File: config.mk
export PLATFORM = sky130hd
export DESIGN_NAME = regFile
export DESIGN_NICKNAME = d
export VERILOG_FILES = /design/src/source/mduPkg.sv /design/src/source/regFile.sv
export SDC_FILE = /design/constraint.sdc
export NUM_CORES = 2
export LEC_CHECK = 0
export BUFFER_PORTS_ARGS = -buffer_cell sky130_fd_sc_hd__buf_4
export CORE_UTILIZATION = 30
export DETAILED_ROUTE_END_ITERATION = 8
export HOLD_SLACK_MARGIN = 0.06
export SYNTH_ARGS = -nofsm -noshare
export SYNTH_HDL_FRONTEND = slang
export SYNTH_SLANG_ARGS = --single-unit
File: constraint.sdc
create_clock -name clk -period 5.9 [get_ports clk]
set_input_delay 1.475 -clock clk [delete_from_list [all_inputs] [get_ports clk]]
set_output_delay 1.475 -clock clk [all_outputs]
set_load 0.02 [all_outputs]
File: src/source/mduPkg.sv
package mduPkg;

	//////////////////////////////
	// Widths
	//////////////////////////////
	localparam int dataWidth = 32;
	localparam int regAddrWidth = 5;

	//////////////////////////////
	// Instruction encodings
	//////////////////////////////
	// Opcode field of all R-type words
	localparam logic [5:0] opSpecial = 6'h00;

	localparam logic [5:0] functMfhi = 6'h10;
	localparam logic [5:0] functMthi = 6'h11;
	localparam logic [5:0] functMflo = 6'h12;
	localparam logic [5:0] functMtlo = 6'h13;
	localparam logic [5:0] functMult = 6'h18;
	localparam logic [5:0] functMultu = 6'h19;
	localparam logic [5:0] functDiv = 6'h1a;
	localparam logic [5:0] functDivu = 6'h1b;
	// Custom op, bigger divided by smaller
	localparam logic [5:0] functBds = 6'h1f;

	// Edges from issue to HI/LO update
	localparam int multLatency = 5;
	localparam int divLatency = 10;
	localparam int cntWidth = $clog2(divLatency + 1);

	typedef enum logic [3:0] {
		opNone,
		opMult,
		opMultu,
		opDiv,
		opDivu,
		opBds,
		opMthi,
		opMtlo,
		opMfhi,
		opMflo
	} mduOp_t;

	// Ops that occupy the unit for several cycles
	function automatic logic isArithOp(mduOp_t op);
		return op inside {opMult, opMultu, opDiv, opDivu, opBds};
	endfunction

endpackage

File: src/source/regFile.sv
`timescale 1ns/1ps

module regFile (
	input  logic                            clk,
	input  logic                            reset,
	input  logic [mduPkg::regAddrWidth-1:0] rs,
	input  logic [mduPkg::regAddrWidth-1:0] rt,
	input  logic                            wbEn,
	input  logic [mduPkg::regAddrWidth-1:0] wbAddr,
	input  logic [mduPkg::dataWidth-1:0]    wbData,
	input  logic                            loadEn,
	input  logic [mduPkg::regAddrWidth-1:0] loadAddr,
	input  logic [mduPkg::dataWidth-1:0]    loadData,
	output logic [mduPkg::dataWidth-1:0]    srcA,
	output logic [mduPkg::dataWidth-1:0]    srcB
);
	import mduPkg::*;

	localparam int numRegs = 2 ** regAddrWidth;

	// Register zero has no storage
	logic [dataWidth-1:0] regs [1:numRegs-1];

	logic wbHit;
	logic loadHit;

	assign wbHit = wbEn && (wbAddr != '0);
	assign loadHit = loadEn && (loadAddr != '0);

	// Writeback wins over preload
	always_ff @(posedge clk) begin
		if (reset) begin
			for (int i = 1; i < numRegs; i++) begin
				regs[i] <= '0;
			end
		end else if (wbHit) begin
			regs[wbAddr] <= wbData;
		end else if (loadHit) begin
			regs[loadAddr] <= loadData;
		end
	end

	// Read with writeback bypass
	function automatic logic [dataWidth-1:0] readPort(logic [regAddrWidth-1:0] addr);
		if (addr == '0) begin
			return '0;
		end else if (wbHit && (wbAddr == addr)) begin
			return wbData;
		end
		return regs[addr];
	endfunction

	always_comb begin
		srcA = readPort(rs);
		srcB = readPort(rt);
	end

endmodule

==> run_results.csv <==
group,metric,value,unit
run_status,outcome,"complete, no violations",
drt,totalWireLength,205000,µm
cts,root_buffer,"clkbuf_16",
power,p_int,13.1,mW
power,power-per-cell-area,285,nW/µm²
flow_run,max_cap_viol_count,0,
global_route,grt_usage,21.6,%
floorplanning,ios,152,
floorplanning,fp.dieW,432,µm
sta,fmaxAchievable,179,MHz
logic_synthesis,netlist_instances,3800,
logic_synthesis,muxShareOfSynthArea,22.1,%
setup_path,arrival,4.12,ns
global_route,grt_pass1_wl,288000,µm
cts,h-tree-depth,3,
setup_path,cp.depth,8,
setup_path,required,4.43,ns
power,pwr-share-seq,47.7,%
setup_path,critical_path.top_delay_family,"simple AND/OR/NAND/NOR gates",
logic_synthesis,synth-seq-cells,1024,
placed_design,place_area,60400,µm²
setup_path,start_kind,"primary input",
sta,slew_headroom,8.42,%
setup_path,slowest_delay,1.00,ns
cts,tritoncts,"built",
logic_synthesis,synthSimpleGateAreaFrac,12.3,%
power,swShare,27.8,%
power,p_comb_share,16.3,%
sta,rsz0062_at_grt,"false",
cells_and_area,largest_reg_flops,1024,
cells_and_area,syn2layout_area_growth,14.9,%
floorplanning,die_area,186000,µm²
power,power,18.1,mW
setup_path,setup.worst_path.end_class,"output pin",
global_route,grt_pass1_vias,38600,
global_route,grt_max_degree,89,
cts,cts_resized,0,
sta,min_period,5.59,ns
setup_path,critPathMostFrequentCell,"buf_4",
power,power.switching,5.05,mW
power,ir_drop,0.254,mV
sta,hold_slack,1.27,ns
sta,tns,0,ns
floorplanning,core,183000,µm²
floorplanning,die_y,432,µm
placed_design,dp_hpwl,121000,µm
sta,hold_violations,0,
cts,numCtsBuffers,109,
cells_and_area,final_nets,3872,
logic_synthesis,synth_cell_types,59,
worst_hold_path,whs_path_depth,3,
global_route,antenna_found_initial,10,
logic_synthesis,ys_seq_area_share,55.5,%
logic_synthesis,async_reset_ff_share,0,%
cells_and_area,design_area,63600,µm²
logic_synthesis,synth_compound_area_share,5.28,%
floorplanning,start_util,30.2,%
cts,post_cts_buffers,0,
logic_synthesis,synthAdderAreaFrac,0,%
worst_hold_path,hp-class,"in -> reg",
cts,cts_sinks,1024,
drt,first_iter_violations,5398,
cells_and_area,reg_top3,"regs: 1024 flops",
sta,finalSetupViolations,0,
floorplanning,num_rows,157,
cells_and_area,drive_gt1_share,33.0,%
logic_synthesis,ys.flop_type,"edfxtp_1",
cells_and_area,final_common_cell,"edfxtp_1",
setup_path,worst-setup-path-type,"in -> out",
drt,ant_nets,0,
drt,vias,38900,
cells_and_area,stdcell_count,6341,
cells_and_area,regMostFlops,"regs",
logic_synthesis,synth.avg_cell_area,14.6,µm²
placed_design,post-place-cells,6137,
sta,slew_viol_final,0,
drt,drc,0,
placed_design,portBuffers,151,
logic_synthesis,synth.cell_area,55400,µm²
cts,cts_buffer_depth,3,
drt,wl_per_cell,32.3,µm
cts,clk_pin_slew,0.06,ns
sta,worst_slew_pin_slew,1.37,ns
drt,routed_via_density,6.13,
drt,drtPass1Iterations,6,
setup_path,crit_fanout,24,
power,clock_power_share,36.0,%
global_route,gr-total-overflow,0,
sta,setup_slack,0.308,ns
setup_path,cp.buffers_inverters,3,
cts,cts_hold_buf,0,
logic_synthesis,yosys_warnings,0,
setup_path,crit_chain,"buf_4 > or4_4 > o21ai_4 > nor4_4 > nor2_4 > buf_4 > a32o_1 > buf_4",
placed_design,gp_routability_congestion,0.851,
power,cellLeakagePower,19.2,nW
logic_synthesis,synthXorXnorAreaFrac,0.158,%
logic_synthesis,synth_top_family_by_area,"multiplexers",
placed_design,place_ws,0.310,ns
logic_synthesis,synth-edff-count,1024,
cells_and_area,utilization,34.7,%
setup_path,cp_slowest_cell,"nor2_4",
sta,period_share,94.8,%
cells_and_area,layout_common_cells,"1,024 x edfxtp_1, 820 x nor3_1, 479 x mux4_2",
-- power by group through the flow --
stage	Combinational, mW	Sequential [mW]	Clock (mW)
final	2.95	8.65	6.53
after global routing	3.04	8.69	6.82
after CTS	2.92	8.64	6.58
after detailed placement	2.91	8.79	0
after global placement	2.90	8.75	0
after floorplan	1.77	8.73	0
-- cell usage after synthesis (29+ instances only) --
library cell  number  area share (%)
mux4_2           479              19
inv_1             35            0.24
a21oi_1           86            0.78
o21ai_0           29            0.26
mux2i_1          144             2.6
nand2_1           66            0.45
o22ai_1           68            0.77
nor3_1           821             7.4
clkbuf_1         257             1.7
edfxtp_1        1024              56
nor3_2           192             3.5
a22oi_1           70            0.95
nand3_1           34            0.31
a22o_1            33            0.52
a211oi_1          40            0.54
buf_2            213             1.9
a32o_1            32            0.58
-- routing by layer --
metal,global-route usage (%),routed length (µm),up-vias
li1,-,-,15500
met1,28.0,76200,20300
met2,33.6,95100,2579
met3,4.88,22400,506
met4,11.2,11000,4
met5,0.546,167,-
-- cells by family after synthesis --
| family | count (synthesis) |
|---|---|
| XOR/XNOR | 10 |
| AND/OR/NAND/NOR | 1168 |
| other | 1 |
| buffers and inverters | 563 |
| multiplexers | 623 |
| AO/OA/AOI/OAI | 411 |
| flip-flops | 1024 |
-- path summary, 6_finish.rpt --
kind                          from          end  slack, ns
worst max-delay path     wbAddr[4]     srcB[29]       0.31
worst min-delay path  loadData[10]  regs[0][10]       1.27
-- cell type report --
cell class / instances / area [µm²]
Clock inverter: 63 / 399
Fill cell: 17500 / 120000
Multi-Input combinational cell: 2244 / 23100
Sequential cell: 1024 / 30700
Inverter: 36 / 136
Tap cell: 2464 / 3080
Timing Repair Buffer: 369 / 3340
Antenna cell: 8 / 20.0
Clock buffer: 133 / 2860
No activity file was read; power rests on OpenSTA's default activity.
