--- config.mk ---
export PLATFORM = sky130hd
export DESIGN_NAME = instrDecode
export DESIGN_NICKNAME = d
export VERILOG_FILES = /design/src/source/mduPkg.sv /design/src/source/instrDecode.sv
export SDC_FILE = /design/constraint.sdc
export NUM_CORES = 1
export LEC_CHECK = 0
export ABC_CLOCK_PERIOD_IN_PS = 1860
export BUFFER_PORTS_ARGS = -buffer_cell sky130_fd_sc_hd__buf_2
export CORE_ASPECT_RATIO = 1.4
export CORE_MARGIN = 2
export CORE_UTILIZATION = 37
export DETAILED_ROUTE_END_ITERATION = 6
export PLACE_DENSITY = 0.79
export SLEW_MARGIN = 5
export SYNTH_ARGS = -nofsm -noshare
export SYNTH_HDL_FRONTEND = slang
export SYNTH_SLANG_ARGS = --single-unit
--- constraint.sdc ---
create_clock -name clk -period 1.86 [get_ports clk]
set_input_delay 0.093 -clock clk [delete_from_list [all_inputs] [get_ports clk]]
set_output_delay 0.093 -clock clk [all_outputs]
set_load 0.03 [all_outputs]
--- src/source/mduPkg.sv ---
package mduPkg;

	//////////////////////////////
	// Widths
	//////////////////////////////
	localparam int dataWidth = 32;
	localparam int regAddrWidth = 5;

	//////////////////////////////
	// Instruction encodings
	//////////////////////////////
	// Opcode field of all R-type words
	localparam logic [5:0] opSpecial = 6'h00;

	localparam logic [5:0] functMfhi = 6'h10;
	localparam logic [5:0] functMthi = 6'h11;
	localparam logic [5:0] functMflo = 6'h12;
	localparam logic [5:0] functMtlo = 6'h13;
	localparam logic [5:0] functMult = 6'h18;
	localparam logic [5:0] functMultu = 6'h19;
	localparam logic [5:0] functDiv = 6'h1a;
	localparam logic [5:0] functDivu = 6'h1b;
	// Custom op, bigger divided by smaller
	localparam logic [5:0] functBds = 6'h1f;

	// Edges from issue to HI/LO update
	localparam int multLatency = 5;
	localparam int divLatency = 10;
	localparam int cntWidth = $clog2(divLatency + 1);

	typedef enum logic [3:0] {
		opNone,
		opMult,
		opMultu,
		opDiv,
		opDivu,
		opBds,
		opMthi,
		opMtlo,
		opMfhi,
		opMflo
	} mduOp_t;

	// Ops that occupy the unit for several cycles
	function automatic logic isArithOp(mduOp_t op);
		return op inside {opMult, opMultu, opDiv, opDivu, opBds};
	endfunction

endpackage

--- src/source/instrDecode.sv ---
`timescale 1ns/1ps

module instrDecode (
	input  logic                            clk,
	input  logic                            reset,
	input  logic [mduPkg::dataWidth-1:0]    instr,
	input  logic                            instrValid,
	input  logic                            busy,
	output mduPkg::mduOp_t                  op,
	output logic [mduPkg::regAddrWidth-1:0] rs,
	output logic [mduPkg::regAddrWidth-1:0] rt,
	output logic [mduPkg::regAddrWidth-1:0] rd,
	output logic                            stall
);
	import mduPkg::*;

	mduOp_t decodedOp;
	logic mduClass;
	logic accept;

	// Field decode of the incoming word
	always_comb begin
		decodedOp = opNone;
		if (instr[31:26] == opSpecial) begin
			case (instr[5:0])
				functMult: decodedOp = opMult;
				functMultu: decodedOp = opMultu;
				functDiv: decodedOp = opDiv;
				functDivu: decodedOp = opDivu;
				functBds: decodedOp = opBds;
				functMthi: decodedOp = opMthi;
				functMtlo: decodedOp = opMtlo;
				functMfhi: decodedOp = opMfhi;
				functMflo: decodedOp = opMflo;
				default: decodedOp = opNone;
			endcase
		end
	end

	assign mduClass = (decodedOp != opNone);

	// Hold the source while the unit is taken or about to be
	assign stall = instrValid && mduClass && (busy || isArithOp(op));
	assign accept = instrValid && !stall;

	//////////////////////////////
	// Stage 2 register
	//////////////////////////////
	always_ff @(posedge clk) begin
		if (reset) begin
			op <= opNone;
		end else if (accept) begin
			op <= decodedOp;
		end else begin
			// Bubble
			op <= opNone;
		end
	end

	// Register indices only move with an accepted word
	always_ff @(posedge clk) begin
		if (accept) begin
			rs <= instr[25:21];
			rt <= instr[20:16];
			rd <= instr[15:11];
		end
	end

endmodule

==> results of run 1 <==
-- critical path, cell delays in order (launching register included) --
cell and delay [ns]:
dfxtp_1 0.33, buf_4 0.13, a21oi_1 0.16, a21oi_1 0.12, buf_4 0.15, nor4b_2 0.24
buf_2 0.23
-- layout make-up --
class	instances	share of cell area, %
Multi-Input combinational cell	26	15.8
Tap cell	20	2.09
Timing Repair Buffer	68	35.4
Sequential cell	19	44.4
Clock inverter	1	0.419
Clock buffer	3	1.88
-- what timing repair did --
action | CTS | global route
hold buffers | 15 | 0
gates resized for setup | 1 | 0
setup endpoints to repair | 15 | 0
hold endpoints to repair | 15 | 0
-- through the flow --
step                power [uW]  setup TNS (ns)  cells  hold slack, ns  utilization, %
finish                     866               0    137          0.0391            66.3
global route               899               0    137          0.0488            66.3
CTS                        866               0    137          0.0358            66.3
detailed placement         648          -0.564    118           0.272            56.4
global placement           643               0    118           0.270            56.4
floorplan                  584          -0.290     46           0.172               -
-- final timing paths --
check,end,slack [ns]
worst max-delay path,stall,0.11
worst min-delay path,op[1],0.04
worst max register to register,rd[1],0.18
worst min register to register,op[3],0.76
-- synth_stat cells --
| cell type | number |
|---|---|
| a211o_1 | 1 |
| a221oi_1 | 2 |
| and3b_1 | 1 |
| nor4b_1 | 2 |
| a21o_1 | 1 |
| o21a_1 | 1 |
| or3_4 | 1 |
| nor4_1 | 2 |
| nand3_1 | 1 |
| mux2i_1 | 1 |
| a21oi_1 | 2 |
| nor3_1 | 1 |
| edfxtp_1 | 15 |
| or3_1 | 1 |
| clkbuf_1 | 1 |
| dfxtp_1 | 4 |
| ha_1 | 1 |
| o21ai_0 | 1 |
| o31a_1 | 1 |
| nand4b_1 | 1 |
| nand2_1 | 3 |
| nor2_1 | 2 |
-- state kept, by name, summed over array words and instances (netlist names) --
signal	count
op	4
rd	5
rs	5
rt	5
-- cell families after synthesis --
kind of cell	count (synthesis)	synth area share [%]
buf+inv	1	0.524
mux	1	1.40
simple gates	15	13.1
compound gates	9	9.09
fa+ha+maj	1	1.75
flops	19	74.1
-- report_power, final --
part	switching (uW)	total [uW]	leakage, uW	internal [uW]
combinational	97.2	171	0.000342	73.5
clock	123	203	0.0000177	80.3
sequential	5.68	492	0.000179	487
total	226	866	0.000539	641
-- metal layers --
layer  vias up  part of all wire, %
met2        37                   50
met4         0                  2.0
met1       287                   39
li1        328                    -
met5         -                    0
met3         5                  9.1
==> results.py, run 1 <==
metrics = {
    "outcome": {
        "outcome": "completed",
    },
    "finish": {
        "mostFrequentLayoutCells": "buf_2, dlygate4sd3_1, edfxtp_1",
        "layout_commonest_cell": "buf_2",
        "design_area_mm2": 0.00119,
        "final_nets": 155,
        "drive_above_1_share_pct": 51.3,
        "n_fill_cell": 133,
        "syn_to_final_growth_pct": 67.0,
        "num_antenna_cells": 0,
        "multi_input_comb_area_um2": 189,
        "register_area_um2": 531,
    },
    "global_routing": {
        "grt-ovfl-total": 0,
        "grt.total_usage_pct": 16.4,
        "antenna_found_initial": 0,
        "grt_use_met2_pct": 28.3,
        "met3_usage_pct": 3.20,
        "grt_pass1_vias": 654,
        "busiest_layer": "met2",
        "grt_use_met1_pct": 16.9,
        "grt_start_max_net_pins": 16,
        "grt_pass1_wl_um": 2630,
    },
    "clock_tree": {
        "clk_pin_slew_ns": 0.10,
        "cts_tree": "yes",
        "cts.sinks": 19,
        "htreeDepth": 1,
        "post_cts_buffers": 0,
        "clock_latency_ns": 0.30,
        "clockBufferDepth": 2,
        "cts_root_buf": "clkbuf_4",
        "cts_buffers": 3,
    },
    "worst_setup_path": {
        "crit_required_ns": 1.77,
        "r2r_cells": 3,
        "worstSetupStartpoint": "op[1]",
        "r2r-start": "op[0]",
        "crit_fanout": 2,
        "crit_type": "reg2out",
        "cp-end-kind": "primary output",
        "cp-start-kind": "register",
        "cp.arrival_ns": 1.66,
    },
    "detailed_routing": {
        "post-route-drc-count": 0,
        "first_iter_violations": 17,
        "via_per_inst": 4.80,
        "dr.pass1.iters": 4,
        "routed_wl_um": 1730,
        "post_drt_wl_per_cell_um": 12.6,
        "vias": 657,
        "ant_nets": 0,
    },
    "floorplanning": {
        "die_w_um": 41.2,
        "std_cell_rows": 18,
        "initial_utilization_pct": 39.7,
        "die_area_mm2": 0.00231,
        "die_y_um": 56.0,
        "ioPinCount": 56,
        "core-area_mm2": 0.00180,
    },
    "synth": {
        "synth_top_area_share_pct": 62.9,
        "synth.yosys.warnings": 0,
        "yosysSeqAreaShare_pct": 74.1,
        "synth_area_leaders": "edfxtp_1, dfxtp_1, a221oi_1",
        "postSynthAreaPerCell_um2": 15.6,
        "yosys.area.top_type": "edfxtp_1",
        "ys_types": 22,
        "synth-seq-cells": 19,
        "syn-instance-count": 46,
        "syn_nets": 83,
        "synth_area_um2": 716,
    },
    "timing": {
        "fmax_mhz": 571,
        "hold_viol": 0,
        "fin_ws_ns": 0.108,
        "min_period_ns": 1.75,
        "period_share_pct": 94.2,
        "finalSetupViolCount": 0,
        "rsz0062_at_grt": "no",
        "worstMarginPinSlew_ns": 0.389,
        "max_slew_margin_pct": 73.7,
        "finClkSkew_ns": 0.00258,
        "slew_viol_final": 0,
    },
    "power": {
        "ir_worst_vdd_v": 0.000328,
        "power-per-cell-area_mw_per_mm2": 725,
        "leakagePower_uw": 0.000539,
    },
    "hold_path": {
        "hp-start": "instr[2]",
        "hold_path_depth": 2,
        "hold_path_class": "in2reg",
    },
    "placed_design": {
        "gp_congestion": 0.710,
        "port_buffers": 50,
        "post-place-ws_ns": -0.0382,
        "post_dp_cell_area_mm2": 0.00102,
    },
    "job": {
        "cap_violations": 0,
    },
}
(Power assumes the default switching activity.)
==> inputs of run 2 (changes only) <==
Settings changed: CELL_PAD_IN_SITES_DETAIL_PLACEMENT set to 1, CELL_PAD_IN_SITES_GLOBAL_PLACEMENT set to 1, CORE_ASPECT_RATIO 1.4 to 0.6, CORE_UTILIZATION 37 to 27, PLACE_DENSITY 0.79 to 0.78.
==> run 2 against run 1 <==
Effect of this change: wire length up 2.5%; final area down 7.4%; global-route usage decreased by 4.1 points; via count is 4.1% lower; critical path depth is the same; sequential share of layout area is 3.6 points higher; total power increased by 6.4%; clock power is 36% higher; worst hold slack got worse by 0.024 ns; die area is 34% higher; register-to-register slack better by 0.03 ns; clock-buffer cell count is the same; largest cell class unchanged.
==> results.py, run 2 (synthesized netlist as in run 1, its figures left out) <==
metrics = {
    "global_routing": {
        "grt_use_met1_pct": 13.0,
        "met3_usage_pct": 6.05,
        "grt_pass1_wl_um": 2860,
        "busiest_layer": "met2",
        "grt-ovfl-total": 0,
        "grt_use_met2_pct": 23.8,
        "grt_start_max_net_pins": 16,
        "grt.total_usage_pct": 12.3,
        "antenna_found_initial": 0,
        "grt_pass1_vias": 663,
    },
    "power": {
        "ir_worst_vdd_v": 0.000479,
        "leakagePower_uw": 0.000497,
        "power-per-cell-area_mw_per_mm2": 833,
        "finalPower_uw": 921,
    },
    "finish": {
        "design_area_mm2": 0.00111,
        "final_nets": 143,
        "n_fill_cell": 288,
        "final_core_util_pct": 44.2,
        "mostFrequentLayoutCells": "buf_2, edfxtp_1, dfxtp_1, buf_4",
        "num_antenna_cells": 0,
        "largestRegisters": "rd x5, rs x5, rt x5",
        "syn_to_final_growth_pct": 54.5,
        "layout_commonest_cell": "buf_2",
        "drive_above_1_share_pct": 58.1,
    },
    "clock_tree": {
        "clk_pin_slew_ns": 0.07,
        "cts.sinks": 19,
        "cts_buffers": 3,
        "htreeDepth": 1,
        "clockBufferDepth": 2,
        "cts_root_buf": "clkbuf_8",
        "cts_tree": "yes",
        "clock_latency_ns": 0.25,
        "post_cts_buffers": 0,
    },
    "floorplanning": {
        "initial_utilization_pct": 28.6,
        "die_w_um": 70.5,
        "core-area_mm2": 0.00250,
        "die_y_um": 43.9,
        "die_area_mm2": 0.00309,
        "std_cell_rows": 14,
        "ioPinCount": 56,
    },
    "worst_setup_path": {
        "crit_required_ns": 1.77,
        "r2r-start": "op[0]",
        "crit_buf_inv": 3,
        "crit_type": "reg2out",
        "cp_cell_sequence": "buf_4 -> a21oi_1 -> a21oi_1 -> buf_4 -> nor4b_2 -> buf_2",
        "max_stage_delay_ns": 0.31,
        "crit_fanout": 2,
        "r2r_cells": 3,
        "critPathTopFamily": "buffers and inverters",
        "cp.arrival_ns": 1.64,
        "reg2reg_slack_ns": 0.21,
        "regToRegEndpoint": "rs[4]",
        "cp-end-kind": "primary output",
        "cp-start-kind": "register",
        "cpMaxStageDelayCell": "dfxtp_1",
    },
    "timing": {
        "hold_viol": 0,
        "rsz0062_at_grt": "no",
        "fmax_mhz": 578,
        "max_slew_margin_pct": 75.8,
        "worstMarginPinSlew_ns": 0.357,
        "min_period_ns": 1.73,
        "finalSetupTns_ns": 0,
        "finClkSkew_ns": 0.000732,
        "slew_viol_final": 0,
        "finalSetupViolCount": 0,
        "period_share_pct": 93.0,
        "fin_ws_ns": 0.130,
    },
    "detailed_routing": {
        "via_per_inst": 4.60,
        "post_drt_wl_per_cell_um": 12.9,
        "ant_nets": 0,
        "vias": 630,
        "dr.pass1.iters": 3,
        "first_iter_violations": 6,
        "routed_wl_um": 1770,
        "post-route-drc-count": 0,
    },
    "hold_path": {
        "hold_end": "rs[2]",
        "hp-start": "instr[23]",
        "hold_path_depth": 1,
        "hold_path_class": "in2reg",
    },
    "outcome": {
        "outcome": "completed",
    },
    "placed_design": {
        "port_buffers": 50,
        "post-place-ws_ns": -0.0427,
        "gp_congestion": 0.687,
        "post_dp_cell_area_mm2": 0.00104,
        "hpwlAfterDp_um": 1520,
    },
    "job": {
        "cap_violations": 0,
    },
}
## run 2: cell types whose count changed in the layout (fill, tap and decap cells not counted), sizes merged
cell         previous run  this run
dlygate4sd3            15         2
buf                    53        54
## run 2: final cells by class
cell class                 instances  area (um2)  share of cell area (%)
clock inverter                     1        5.00                   0.452
clock buffer                       3        41.3                    3.73
tap                               32        40.0                    3.62
sequential                        19         531                    48.0
timing repair buffer              56         300                    27.1
multi-input combinational         26         189                    17.1
## run 2: power by group
group          internal (uW)  switching [uW]
Clock                    148             127
Sequential               487            5.76
Combinational           57.8            94.9
## run 2: worst reg2reg max path, stage by stage (launching register included)
cell and delay, ns:
dfxtp_1 0.31, or3_4 0.38, a21oi_1 0.21, o31a_2 0.41
## run 2: repair_timing
item | CTS | global route
hold buffers | 0 | 2
resized for setup | 1 | 0
setup endpoints to repair | 15 | 0
hold endpoints to repair | 0 | 2
## run 2: worst max path at each step
stage           from  endpoint  cells after the start
2_1_floorplan  op[0]     rd[0]                      3
3_3_place_gp   op[0]     rs[2]                      3
3_5_place_dp   op[0]     rs[2]                      3
4_1_cts        op[1]     stall                      6
5_1_grt        op[1]     stall                      6
6_report       op[1]     stall                      6
## run 2: routing by layer
metal / up-vias / part of all wire [%]
li1: 305 / -
met1: 305 / 41
met2: 20 / 53
met3: 0 / 6.2
met4: 0 / 0
met5: - / 0
## run 2: metrics by stage
stage | cells | hold slack, ns
after floorplan | 46 | 0.172
final | 137 | 0.0150
after global placement | 131 | 0.271
after CTS | 135 | 0.00596
after global routing | 137 | 0.00104
after detailed placement | 131 | 0.272
