<file path="config.mk">
export PLATFORM = sky130hd
export DESIGN_NAME = resultWriteback
export DESIGN_NICKNAME = d
export VERILOG_FILES = /design/src/source/mduPkg.sv /design/src/source/resultWriteback.sv
export SDC_FILE = /design/constraint.sdc
export NUM_CORES = 1
export LEC_CHECK = 0
export ABC_AREA = 1
export ABC_CLOCK_PERIOD_IN_PS = 2800
export BUFFER_PORTS_ARGS = -buffer_cell sky130_fd_sc_hd__buf_2
export CAP_MARGIN = 20
export CORE_MARGIN = 4
export CORE_UTILIZATION = 40
export CTS_BUF_LIST = sky130_fd_sc_hd__clkbuf_8
export DETAILED_ROUTE_END_ITERATION = 8
export PLACE_DENSITY_LB_ADDON = 0.25
export SYNTH_ARGS = -nofsm -noshare
export SYNTH_HDL_FRONTEND = slang
export SYNTH_SLANG_ARGS = --single-unit
</file>
<file path="constraint.sdc">
create_clock -name clk -period 2.8 [get_ports clk]
set_clock_uncertainty 0.05 [all_clocks]
set_input_delay 0.14 -clock clk [delete_from_list [all_inputs] [get_ports clk]]
set_output_delay 0.14 -clock clk [all_outputs]
set_load 0.01 [all_outputs]
</file>
<file path="src/source/mduPkg.sv">
package mduPkg;

	//////////////////////////////
	// Widths
	//////////////////////////////
	localparam int dataWidth = 32;
	localparam int regAddrWidth = 5;

	//////////////////////////////
	// Instruction encodings
	//////////////////////////////
	// Opcode field of all R-type words
	localparam logic [5:0] opSpecial = 6'h00;

	localparam logic [5:0] functMfhi = 6'h10;
	localparam logic [5:0] functMthi = 6'h11;
	localparam logic [5:0] functMflo = 6'h12;
	localparam logic [5:0] functMtlo = 6'h13;
	localparam logic [5:0] functMult = 6'h18;
	localparam logic [5:0] functMultu = 6'h19;
	localparam logic [5:0] functDiv = 6'h1a;
	localparam logic [5:0] functDivu = 6'h1b;
	// Custom op, bigger divided by smaller
	localparam logic [5:0] functBds = 6'h1f;

	// Edges from issue to HI/LO update
	localparam int multLatency = 5;
	localparam int divLatency = 10;
	localparam int cntWidth = $clog2(divLatency + 1);

	typedef enum logic [3:0] {
		opNone,
		opMult,
		opMultu,
		opDiv,
		opDivu,
		opBds,
		opMthi,
		opMtlo,
		opMfhi,
		opMflo
	} mduOp_t;

	// Ops that occupy the unit for several cycles
	function automatic logic isArithOp(mduOp_t op);
		return op inside {opMult, opMultu, opDiv, opDivu, opBds};
	endfunction

endpackage

</file>
<file path="src/source/resultWriteback.sv">
`timescale 1ns/1ps

module resultWriteback (
	input  logic                            clk,
	input  logic                            reset,
	input  mduPkg::mduOp_t                  op,
	input  logic [mduPkg::regAddrWidth-1:0] rd,
	input  logic [mduPkg::dataWidth-1:0]    mduOut,
	output logic                            wbEn,
	output logic [mduPkg::regAddrWidth-1:0] wbAddr,
	output logic [mduPkg::dataWidth-1:0]    wbData
);
	import mduPkg::*;

	logic isMoveFrom;
	logic writeReq;

	assign isMoveFrom = (op == opMfhi) || (op == opMflo);

	// Writes to register zero are dropped here
	assign writeReq = isMoveFrom && (rd != '0);

	// Write strobe
	always_ff @(posedge clk) begin
		if (reset) begin
			wbEn <= 1'b0;
		end else begin
			wbEn <= writeReq;
		end
	end

	// Destination and value, only meaningful with wbEn
	always_ff @(posedge clk) begin
		if (writeReq) begin
			wbAddr <= rd;
			wbData <= mduOut;
		end
	end

endmodule

</file>
==> results of run 1 <==
-- timing repair --
| item | CTS | global route |
|---|---|---|
| hold endpoints to repair | 35 | 0 |
| hold buffers | 35 | 0 |
| buffers inserted | 0 | 0 |
-- power by group --
group          internal, W  switching, W  total (W)
Clock             0.000164      0.000158   0.000321
Combinational    0.0000700     0.0000476   0.000118
Sequential        0.000654    0.00000571   0.000660
Total             0.000888      0.000211    0.00110
-- per-stage QoR --
step	util (%)	std cells	hold slack, ns	setup slack [ns]
after floorplan	-	46	0.1569	1.240
after detailed placement	58.07	157	0.2639	1.037
final	73.41	199	0.01460	0.8864
after CTS	73.41	199	0.002544	0.8857
after global routing	73.41	199	0.001709	0.7635
after global placement	58.07	157	0.2552	1.089
-- final timing paths --
kind | to | startpoint | depth (start not counted) | slack (ns)
worst max-delay path | wbData[14]$_DFFE_PP_ | rd[2] | 7 | 0.89
worst min-delay path | wbAddr[4]$_DFFE_PP_ | rd[4] | 1 | 0.01
-- kinds of logic after synthesis --
logic type	count (synthesis)	share of synthesized area, %
buffers and inverters	2	0.6399
flip-flops	38	96.38
AND/OR/NAND/NOR	6	2.985
-- cell type report --
cell class                 count  area, µm²
clock inverter                 2      7.507
clock buffer                   5      68.82
tap                           31      38.79
sequential                    38       1131
multi-input combinational      6      35.03
fill                         184      739.5
inverter                       2      7.507
timing repair buffer         115      753.2
-- sequential cells by signal, indices dropped and copies added (netlist names) --
register and count:
wbAddr 5, wbData 32, wbEn 1
-- layout by cell type, fill, tap and decap left out --
cell type,instances
dlygate4sd3_1,35
dfxtp_1,1
buf_4,1
nand3_1,1
nand2_1,1
clkbuf_8,5
nor2_2,1
nor2_1,2
buf_2,79
nor3b_2,1
inv_1,4
edfxtp_1,37
-- routing by layer --
layer	vias up	wire (µm)	track usage, %
met2	53	1479	25.78
met3	4	265	5.766
met4	0	43	6.775
met1	393	997	15.59
met5	-	0	0
li1	419	-	-
==> run metrics, run 1 <==
Pwr Total=0.001099 W; Post-Syn Instances=46; CP top delay family=buffers and inverters; Clock Path Buffers=2; Hold Violations, Final=0; critical-path cell list=dlygate4sd3_1 > buf_2 > nor2_1 > nand3_1 > nand2_1 > inv_1 > buf_4; Yosys reg bits=38; vias per cell=4.367; setup TNS=0 ns; # diodes=0; Slew headroom=60.44%; antenna violations before repair=0; die height=62.17 µm; DPL Wire Length=1.694 mm; Avg Synthesized Cell Area=25.51 µm²; Pwr Density=538.0 mW/mm²; Synth async-reset ratio=0%; global-route usage over all layers=14.83%; Synth area leaders=edfxtp_1, dfxtp_1, nor3b_2; CP Launch Type=input pin; post-synthesis sequential area ratio=96.38%; slowest stage cell on the critical path=dlygate4sd3_1; buffers and inverters on the worst path=4; Syn Nets=89; CTS tree=yes; largest net degree at the start of global routing=23; grt total ovfl=0; final net count=211; Hold Path Class=input pin to flip-flop; pin slew with the least headroom to its limit=0.5927 ns; CTS Buf Count=5; fin. max-slew vios=0; Rows=19; Synth cell types=8; max-capacitance violation count=0; per-cell routed wire length=14.00 µm; IO buf count=79; fin crit share=68.34%; layout cells sized above 1=51.79%; Synth area leader=edfxtp_1; Worst-path clk slew=0.06 ns; placed cell area=0.001615 mm²; DRT antenna net count=0; Cell Area, Synth=0.001174 mm²; die area=0.003864 mm²; VDD IR max=542.7 µV; htree depth=2; drt first pass iters=4; area grow syn2layout=73.99%; Die Wd=62.17 µm; Finished Cell Area=0.002042 mm²; CTS resizes=0; DR iter-0 viols=29; unrepaired setup endpoints after global routing=no; critical path class=input pin to flip-flop; yosys warns=0; arrival time worst endpoint=1.82 ns; vias=869; main flop type after synthesis=edfxtp_1; clock root buffer=clkbuf_8; most frequent cells after synthesis=edfxtp_1, inv_1, nor2_1; IO Count=81; Critical Path RT=2.70 ns; Tmin final=1.914 ns; Slowest Stage Delay on Critical Path=0.53 ns; Post-synth EDFFs=37; Max Freq=0.5226 GHz; top-area cell type share of the netlist area=94.67%; CP Capture Type=flip-flop; Setup-failing EPs final=0; Starting Density=42.20%; Core Footprint=0.002781 mm²; first-pass GRT wire length=4.457 mm; DRC=0; most common cell in the netlist=edfxtp_1; gpl congestion=0.6949; status=completed; vias in the first global route=946; P_leak=0.8831 nW; crit-path max FO=22; clk sink count=38; Routed WL=2.786 mm
Power figures use the tool's default switching activity.
==> inputs of run 2 (changes only) <==
--- a/config.mk
+++ b/config.mk
@@ -6,7 +6,7 @@
 export NUM_CORES = 1
 export LEC_CHECK = 0
 export ABC_AREA = 1
-export ABC_CLOCK_PERIOD_IN_PS = 2800
+export ABC_CLOCK_PERIOD_IN_PS = 2000
 export BUFFER_PORTS_ARGS = -buffer_cell sky130_fd_sc_hd__buf_2
 export CAP_MARGIN = 20
 export CORE_MARGIN = 4
==> constraint.sdc (replaced) <==
create_clock -name clk -period 2 [get_ports clk]
set_clock_uncertainty 0.05 [all_clocks]
set_input_delay 0.1 -clock clk [delete_from_list [all_inputs] [get_ports clk]]
set_output_delay 0.1 -clock clk [all_outputs]
set_load 0.01 [all_outputs]
==> run metrics, run 2 (synthesized netlist as in run 1, its figures left out) <==
Core Footprint=0.002781 mm² (unchanged); Finished Layout Cells=204 (was 199); critical-path cell list=dlygate4sd3_1 > buf_2 > nor2_1 > nand3_1 > nand2_1 > inv_1 > buf_4 (unchanged); critical path class=input pin to flip-flop (unchanged); Slowest Stage Delay on Critical Path=0.53 ns (about the same); clock root buffer=clkbuf_8 (unchanged); dpl cells=158 (was 157); Starting Density=42.20% (unchanged); Tmin final=1.380 ns; buffers and inverters on the worst path=4 (unchanged); Hold Path Class=input pin to flip-flop (unchanged); vias in the first global route=995 (was 946); top flop regs=wbData: 32 flops, wbAddr: 5 flops, wbEn: 1 flops (unchanged); CTS resizes=0 (unchanged); antenna violations before repair=0 (unchanged); DR iter-0 viols=33 (was 29); fin. max-slew vios=0 (unchanged); vias per cell=4.338 (was 4.367); drt first pass iters=4 (unchanged); Biggest register=wbData (unchanged); commonest non-fill, non-tap cell in the layout=buf_2 (unchanged); largest net degree at the start of global routing=23 (unchanged); fin crit share=69.02%; unrepaired setup endpoints after global routing=no (unchanged); Worst-path clk slew=0.07 ns (was 0.06 ns); Max Freq=0.7244 GHz; DRT antenna net count=0 (unchanged); Setup-failing EPs final=0 (unchanged); pin slew with the least headroom to its limit=0.2708 ns (was 0.5927 ns); Pwr Total=0.001714 W (was 0.001099 W); # diodes=0 (unchanged); clk sink count=38 (unchanged); Die Wd=62.17 µm (unchanged); slowest stage cell on the critical path=dlygate4sd3_1 (unchanged); layout cells sized above 1=52.60% (was 51.79%); critical path depth=7 (unchanged); CP top delay family=buffers and inverters (unchanged); Hold Violations, Final=0 (unchanged); IO Count=81 (unchanged); CP Capture Type=flip-flop (unchanged); CP Launch Type=input pin (unchanged); Routed WL=2.875 mm (was 2.786 mm); commonest cells after routing, fill and taps aside=buf_2, dlygate4sd3_1, edfxtp_1 (was buf_2, edfxtp_1, dlygate4sd3_1); DRC=0 (unchanged); setup TNS=0 ns (unchanged); vias=885 (was 869); Setup crit start=rd[0] (was rd[2]); crit path to=wbData[23]$_DFFE_PP_ (was wbData[14]$_DFFE_PP_); Pwr Density=811.4 mW/mm² (was 538.0 mW/mm²); grt total ovfl=0 (unchanged); Clock Path Buffers=2 (unchanged); die area=0.003864 mm² (unchanged); htree depth=2 (unchanged); max-capacitance violation count=0 (unchanged); final net count=215 (was 211); area grow syn2layout=79.96% (was 73.99%); arrival time worst endpoint=1.30 ns (was 1.82 ns); global-route usage over all layers=16.43% (was 14.83%); Largest register FFs=32 (unchanged); die height=62.17 µm (unchanged); Fillers=183 (was 184); P_leak=0.9122 nW (was 0.8831 nW); IO buf count=79 (unchanged); status=completed (unchanged); CTS Buf Count=5 (unchanged); first-pass GRT wire length=4.767 mm (was 4.457 mm); Rows=19 (unchanged); Slew headroom=81.95% (was 60.44%); final core utilization=75.93% (was 73.41%); gpl congestion=0.7023 (was 0.6949); Critical Path RT=1.91 ns (was 2.70 ns); CTS tree=yes (unchanged); per-cell routed wire length=14.09 µm (was 14.00 µm); VDD IR max=682.7 µV (was 542.7 µV); crit-path max FO=22 (unchanged)
==> run 2: cell count changes in the layout (fill, tap and decap cells not counted), sizes merged <==
cell	before	now
bufinv	0	1
inv	4	2
clkinv	0	2
dlygate4sd3	35	38
buf	80	81
==> run 2: what timing repair did <==
action	CTS	global route
setup buffers	0	0
hold endpoints to repair	38	0
hold buffers	38	0
==> run 2: area by class of cell <==
type | count | area (µm²) | share of cell area [%]
flip-flops and latches | 38 | 1131 | 53.55
clock buffers | 5 | 68.82 | 3.258
multi-input cells | 6 | 35.03 | 1.659
clock inverters | 3 | 40.04 | 1.896
well taps | 31 | 38.79 | 1.836
repair buffers | 119 | 790.8 | 37.44
inverters | 2 | 7.507 | 0.3554
==> run 2: metrics by stage <==
step / setup slack (ns) / hold WS (ns) / cell area (µm²)
floorplan: 0.4802 / 0.1169 / 1174
global placement: 0.8193 / 0.2153 / 1623
detailed placement: 0.7801 / 0.2158 / 1623
CTS: 0.6306 / 0.04078 / 2112
global route: 0.5281 / 0.05827 / 2112
finish: 0.6195 / 0.05291 / 2112
==> run 2: routing by layer <==
layer | part of all wire (%) | GRT usage [%] | routed length [µm]
met1 | 34 | 16.61 | 981
met2 | 54 | 28.50 | 1558
met3 | 9.9 | 6.486 | 284
met4 | 1.8 | 8.943 | 51
met5 | 0 | 0 | 0
==> run 2: where the power goes <==
part	leakage [nW]	switching, W	internal (W)
clock network	0.0579	0.000253	0.000367
logic	0.507	0.0000681	0.000103
registers	0.348	0.00000839	0.000915
==> run 2: worst min path at each step <==
stage                     cells after the start  slack [ns]              end   from
after floorplan                               1        0.12  wbEn$_SDFF_PP0_  reset
after global placement                        2        0.22  wbEn$_SDFF_PP0_  reset
after CTS                                     4        0.04  wbEn$_SDFF_PP0_  op[1]
final                                         4        0.05  wbEn$_SDFF_PP0_  op[1]
after detailed placement                      2        0.22  wbEn$_SDFF_PP0_  reset
after global routing                          4        0.06  wbEn$_SDFF_PP0_  op[1]
==> run 2: worst min-delay path: cells and delay by family <==
family,cells,cell delay (ns)
buffers and inverters,1,0.08
AND/OR/NAND/NOR,3,0.16
==> inputs of run 3 (changes only) <==
--- a/config.mk
+++ b/config.mk
@@ -5,12 +5,12 @@
 export SDC_FILE = /design/constraint.sdc
 export NUM_CORES = 1
 export LEC_CHECK = 0
-export ABC_AREA = 1
-export ABC_CLOCK_PERIOD_IN_PS = 2000
+export ABC_AREA = 0
+export ABC_CLOCK_PERIOD_IN_PS = 1100
 export BUFFER_PORTS_ARGS = -buffer_cell sky130_fd_sc_hd__buf_2
 export CAP_MARGIN = 20
 export CORE_MARGIN = 4
-export CORE_UTILIZATION = 40
+export CORE_UTILIZATION = 37
 export CTS_BUF_LIST = sky130_fd_sc_hd__clkbuf_8
 export DETAILED_ROUTE_END_ITERATION = 8
 export PLACE_DENSITY_LB_ADDON = 0.25
==> constraint.sdc (replaced) <==
create_clock -name clk -period 1.1 [get_ports clk]
set_clock_uncertainty 0.05 [all_clocks]
set_input_delay 0.055 -clock clk [delete_from_list [all_inputs] [get_ports clk]]
set_output_delay 0.055 -clock clk [all_outputs]
set_load 0.01 [all_outputs]
==> run metrics, run 3 <==
Synth area leader=edfxtp_1 (unchanged); Pwr Density=1332 mW/mm² (was 811.4 mW/mm²); Post-Syn Instances=43 (was 46); first-pass GRT wire length=4.443 mm (was 4.767 mm); Core Footprint=0.003028 mm² (was 0.002781 mm²); Hold Violations, Final=0 (unchanged); Setup-failing EPs final=0 (unchanged); layout cells sized above 1=53.49% (was 52.60%); main flop type after synthesis=edfxtp_1 (unchanged); clk sink count=38 (unchanged); Die Wd=64.14 µm (was 62.17 µm); status=completed (unchanged); per-cell routed wire length=13.17 µm (was 14.09 µm); most common cell in the netlist=edfxtp_1 (unchanged); vias in the first global route=943 (was 995); vias per cell=4.079 (was 4.338); Synth async-reset ratio=0% (unchanged); fin crit share=91.85%; Starting Density=38.51% (was 42.20%); clock root buffer=clkbuf_8 (unchanged); Post-synth EDFFs=37 (unchanged); Tmin final=1.010 ns; Critical Path RT=1.04 ns (was 1.91 ns); DRT antenna net count=0 (unchanged); commonest non-fill, non-tap cell in the layout=buf_2 (unchanged); Largest register FFs=32 (unchanged); vias=881 (was 885); unrepaired setup endpoints after global routing=no (unchanged); Synth cell types=7 (was 8); dpl cells=170 (was 158); Place WS=-0.2141 ns (was 0.7801 ns); largest net degree at the start of global routing=23 (unchanged); htree depth=2 (unchanged); Finished Layout Cells=216 (was 204); final core utilization=70.91% (was 75.93%); die area=0.004114 mm² (was 0.003864 mm²); Max Freq=0.9898 GHz; VDD IR max=735.8 µV (was 682.7 µV); gpl congestion=0.6790 (was 0.7023); post-synthesis sequential area ratio=97.00% (was 96.38%); commonest cells after routing, fill and taps aside=buf_2, dlygate4sd3_1, edfxtp_1 (unchanged); Yosys reg bits=38 (unchanged); CTS resizes=0 (unchanged); grt total ovfl=0 (unchanged); arrival time worst endpoint=0.95 ns (was 1.30 ns); crit-path max FO=22 (unchanged); PnR worst setup slack=0.08969 ns (was 0.6195 ns); max-capacitance violation count=0 (unchanged); Synth area leaders=edfxtp_1, dfxtp_1, a211oi_2 (was edfxtp_1, dfxtp_1, nor3b_2); critical path class=input pin to flip-flop (unchanged); P_leak=0.9032 nW (was 0.9122 nW); DRC=0 (unchanged); Clock Path Buffers=2 (unchanged); area grow syn2layout=84.12% (was 79.96%); CTS Buf Count=5 (unchanged); top-area cell type share of the netlist area=95.28% (was 94.67%); DR iter-0 viols=22 (was 33); Biggest register=wbData (unchanged); top flop regs=wbData: 32 flops, wbAddr: 5 flops, wbEn: 1 flops (unchanged); global-route usage over all layers=15.10% (was 16.43%); CP Launch Type=input pin (unchanged); drt first pass iters=4 (unchanged); IO Count=81 (unchanged); Worst-path clk slew=0.06 ns (was 0.07 ns); Hold Path Class=input pin to flip-flop (unchanged); Routed WL=2.845 mm (was 2.875 mm); Avg Synthesized Cell Area=27.12 µm² (was 25.51 µm²); Slew headroom=81.66% (was 81.95%); die height=64.14 µm (was 62.17 µm); CTS tree=yes (unchanged); fin. max-slew vios=0 (unchanged); Rows=20 (was 19); final net count=214 (was 215); pin slew with the least headroom to its limit=0.2741 ns (was 0.2708 ns); antenna violations before repair=0 (unchanged); yosys warns=0 (unchanged); Syn Nets=86 (was 89); DPL Wire Length=1.857 mm; Cell Area, Synth=0.001166 mm² (was 0.001174 mm²); CP Capture Type=flip-flop (unchanged); IO buf count=79 (unchanged); # diodes=0 (unchanged)
[run 3: cell type report]
cell class	instances	area [µm²]
Clock buffer	5	68.82
Multi-Input combinational cell	5	48.80
Sequential cell	38	1131
Tap cell	44	55.05
Timing Repair Buffer	121	830.8
Fill cell	209	880.8
Clock inverter	3	12.51
[run 3: where the power goes]
group | leakage [nW] | internal, W | switching, W | total (W)
sequential | 0.348 | 0.00166 | 0.0000155 | 0.00168
clock | 0.0468 | 0.000425 | 0.000429 | 0.000854
combinational | 0.509 | 0.000199 | 0.000127 | 0.000326
total | 0.903 | 0.00229 | 0.000571 | 0.00286
[run 3: kinds of logic (layout without fill, tap and decap cells)]
group,after synthesis,after routing,synth area share (%)
AO/OA/AOI/OAI,2,2,1.502
flip-flops,38,38,97.00
buffers and inverters,0,129,0
AND/OR/NAND/NOR,3,3,1.502
[run 3: critical path, stage by stage]
cell and delay (ns):
buf_2 0.09, or3b_4 0.41, a21oi_4 0.19, buf_12 0.19
[run 3: stage by stage]
stage               setup TNS (ns)  hold slack, ns  power [W]  instance area [µm²]
floorplan                   -17.08         0.06965   0.001776                 1180
finish                           0          0.1149   0.002860                 2147
global route                     0          0.1127   0.003001                 2147
global placement            -6.627          0.1744   0.001928                 1685
detailed placement          -7.420          0.1732   0.001935                 1685
CTS                              0          0.1065   0.002891                 2147
[run 3: layer usage]
layer | part of all wire, % | routed length (µm) | vias up | global-route usage [%]
met5 | 0 | 0 | - | 0
met4 | 1.4 | 39 | 0 | 5.541
met3 | 10 | 290 | 4 | 5.624
met2 | 56 | 1579 | 54 | 30.06
met1 | 33 | 936 | 395 | 13.35
li1 | - | - | 428 | -
[run 3: final timing paths]
path	start	to	slack [ns]	depth (start not counted)
worst min-delay path	op[1]	wbEn$_SDFF_PP0_	0.11	4
worst max-delay path	op[1]	wbData[26]$_DFFE_PP_	0.09	4
[run 3: what timing repair did]
action	4_1_cts	5_1_grt
hold buffers	38	0
setup buffers	0	0
hold endpoints to repair	38	0
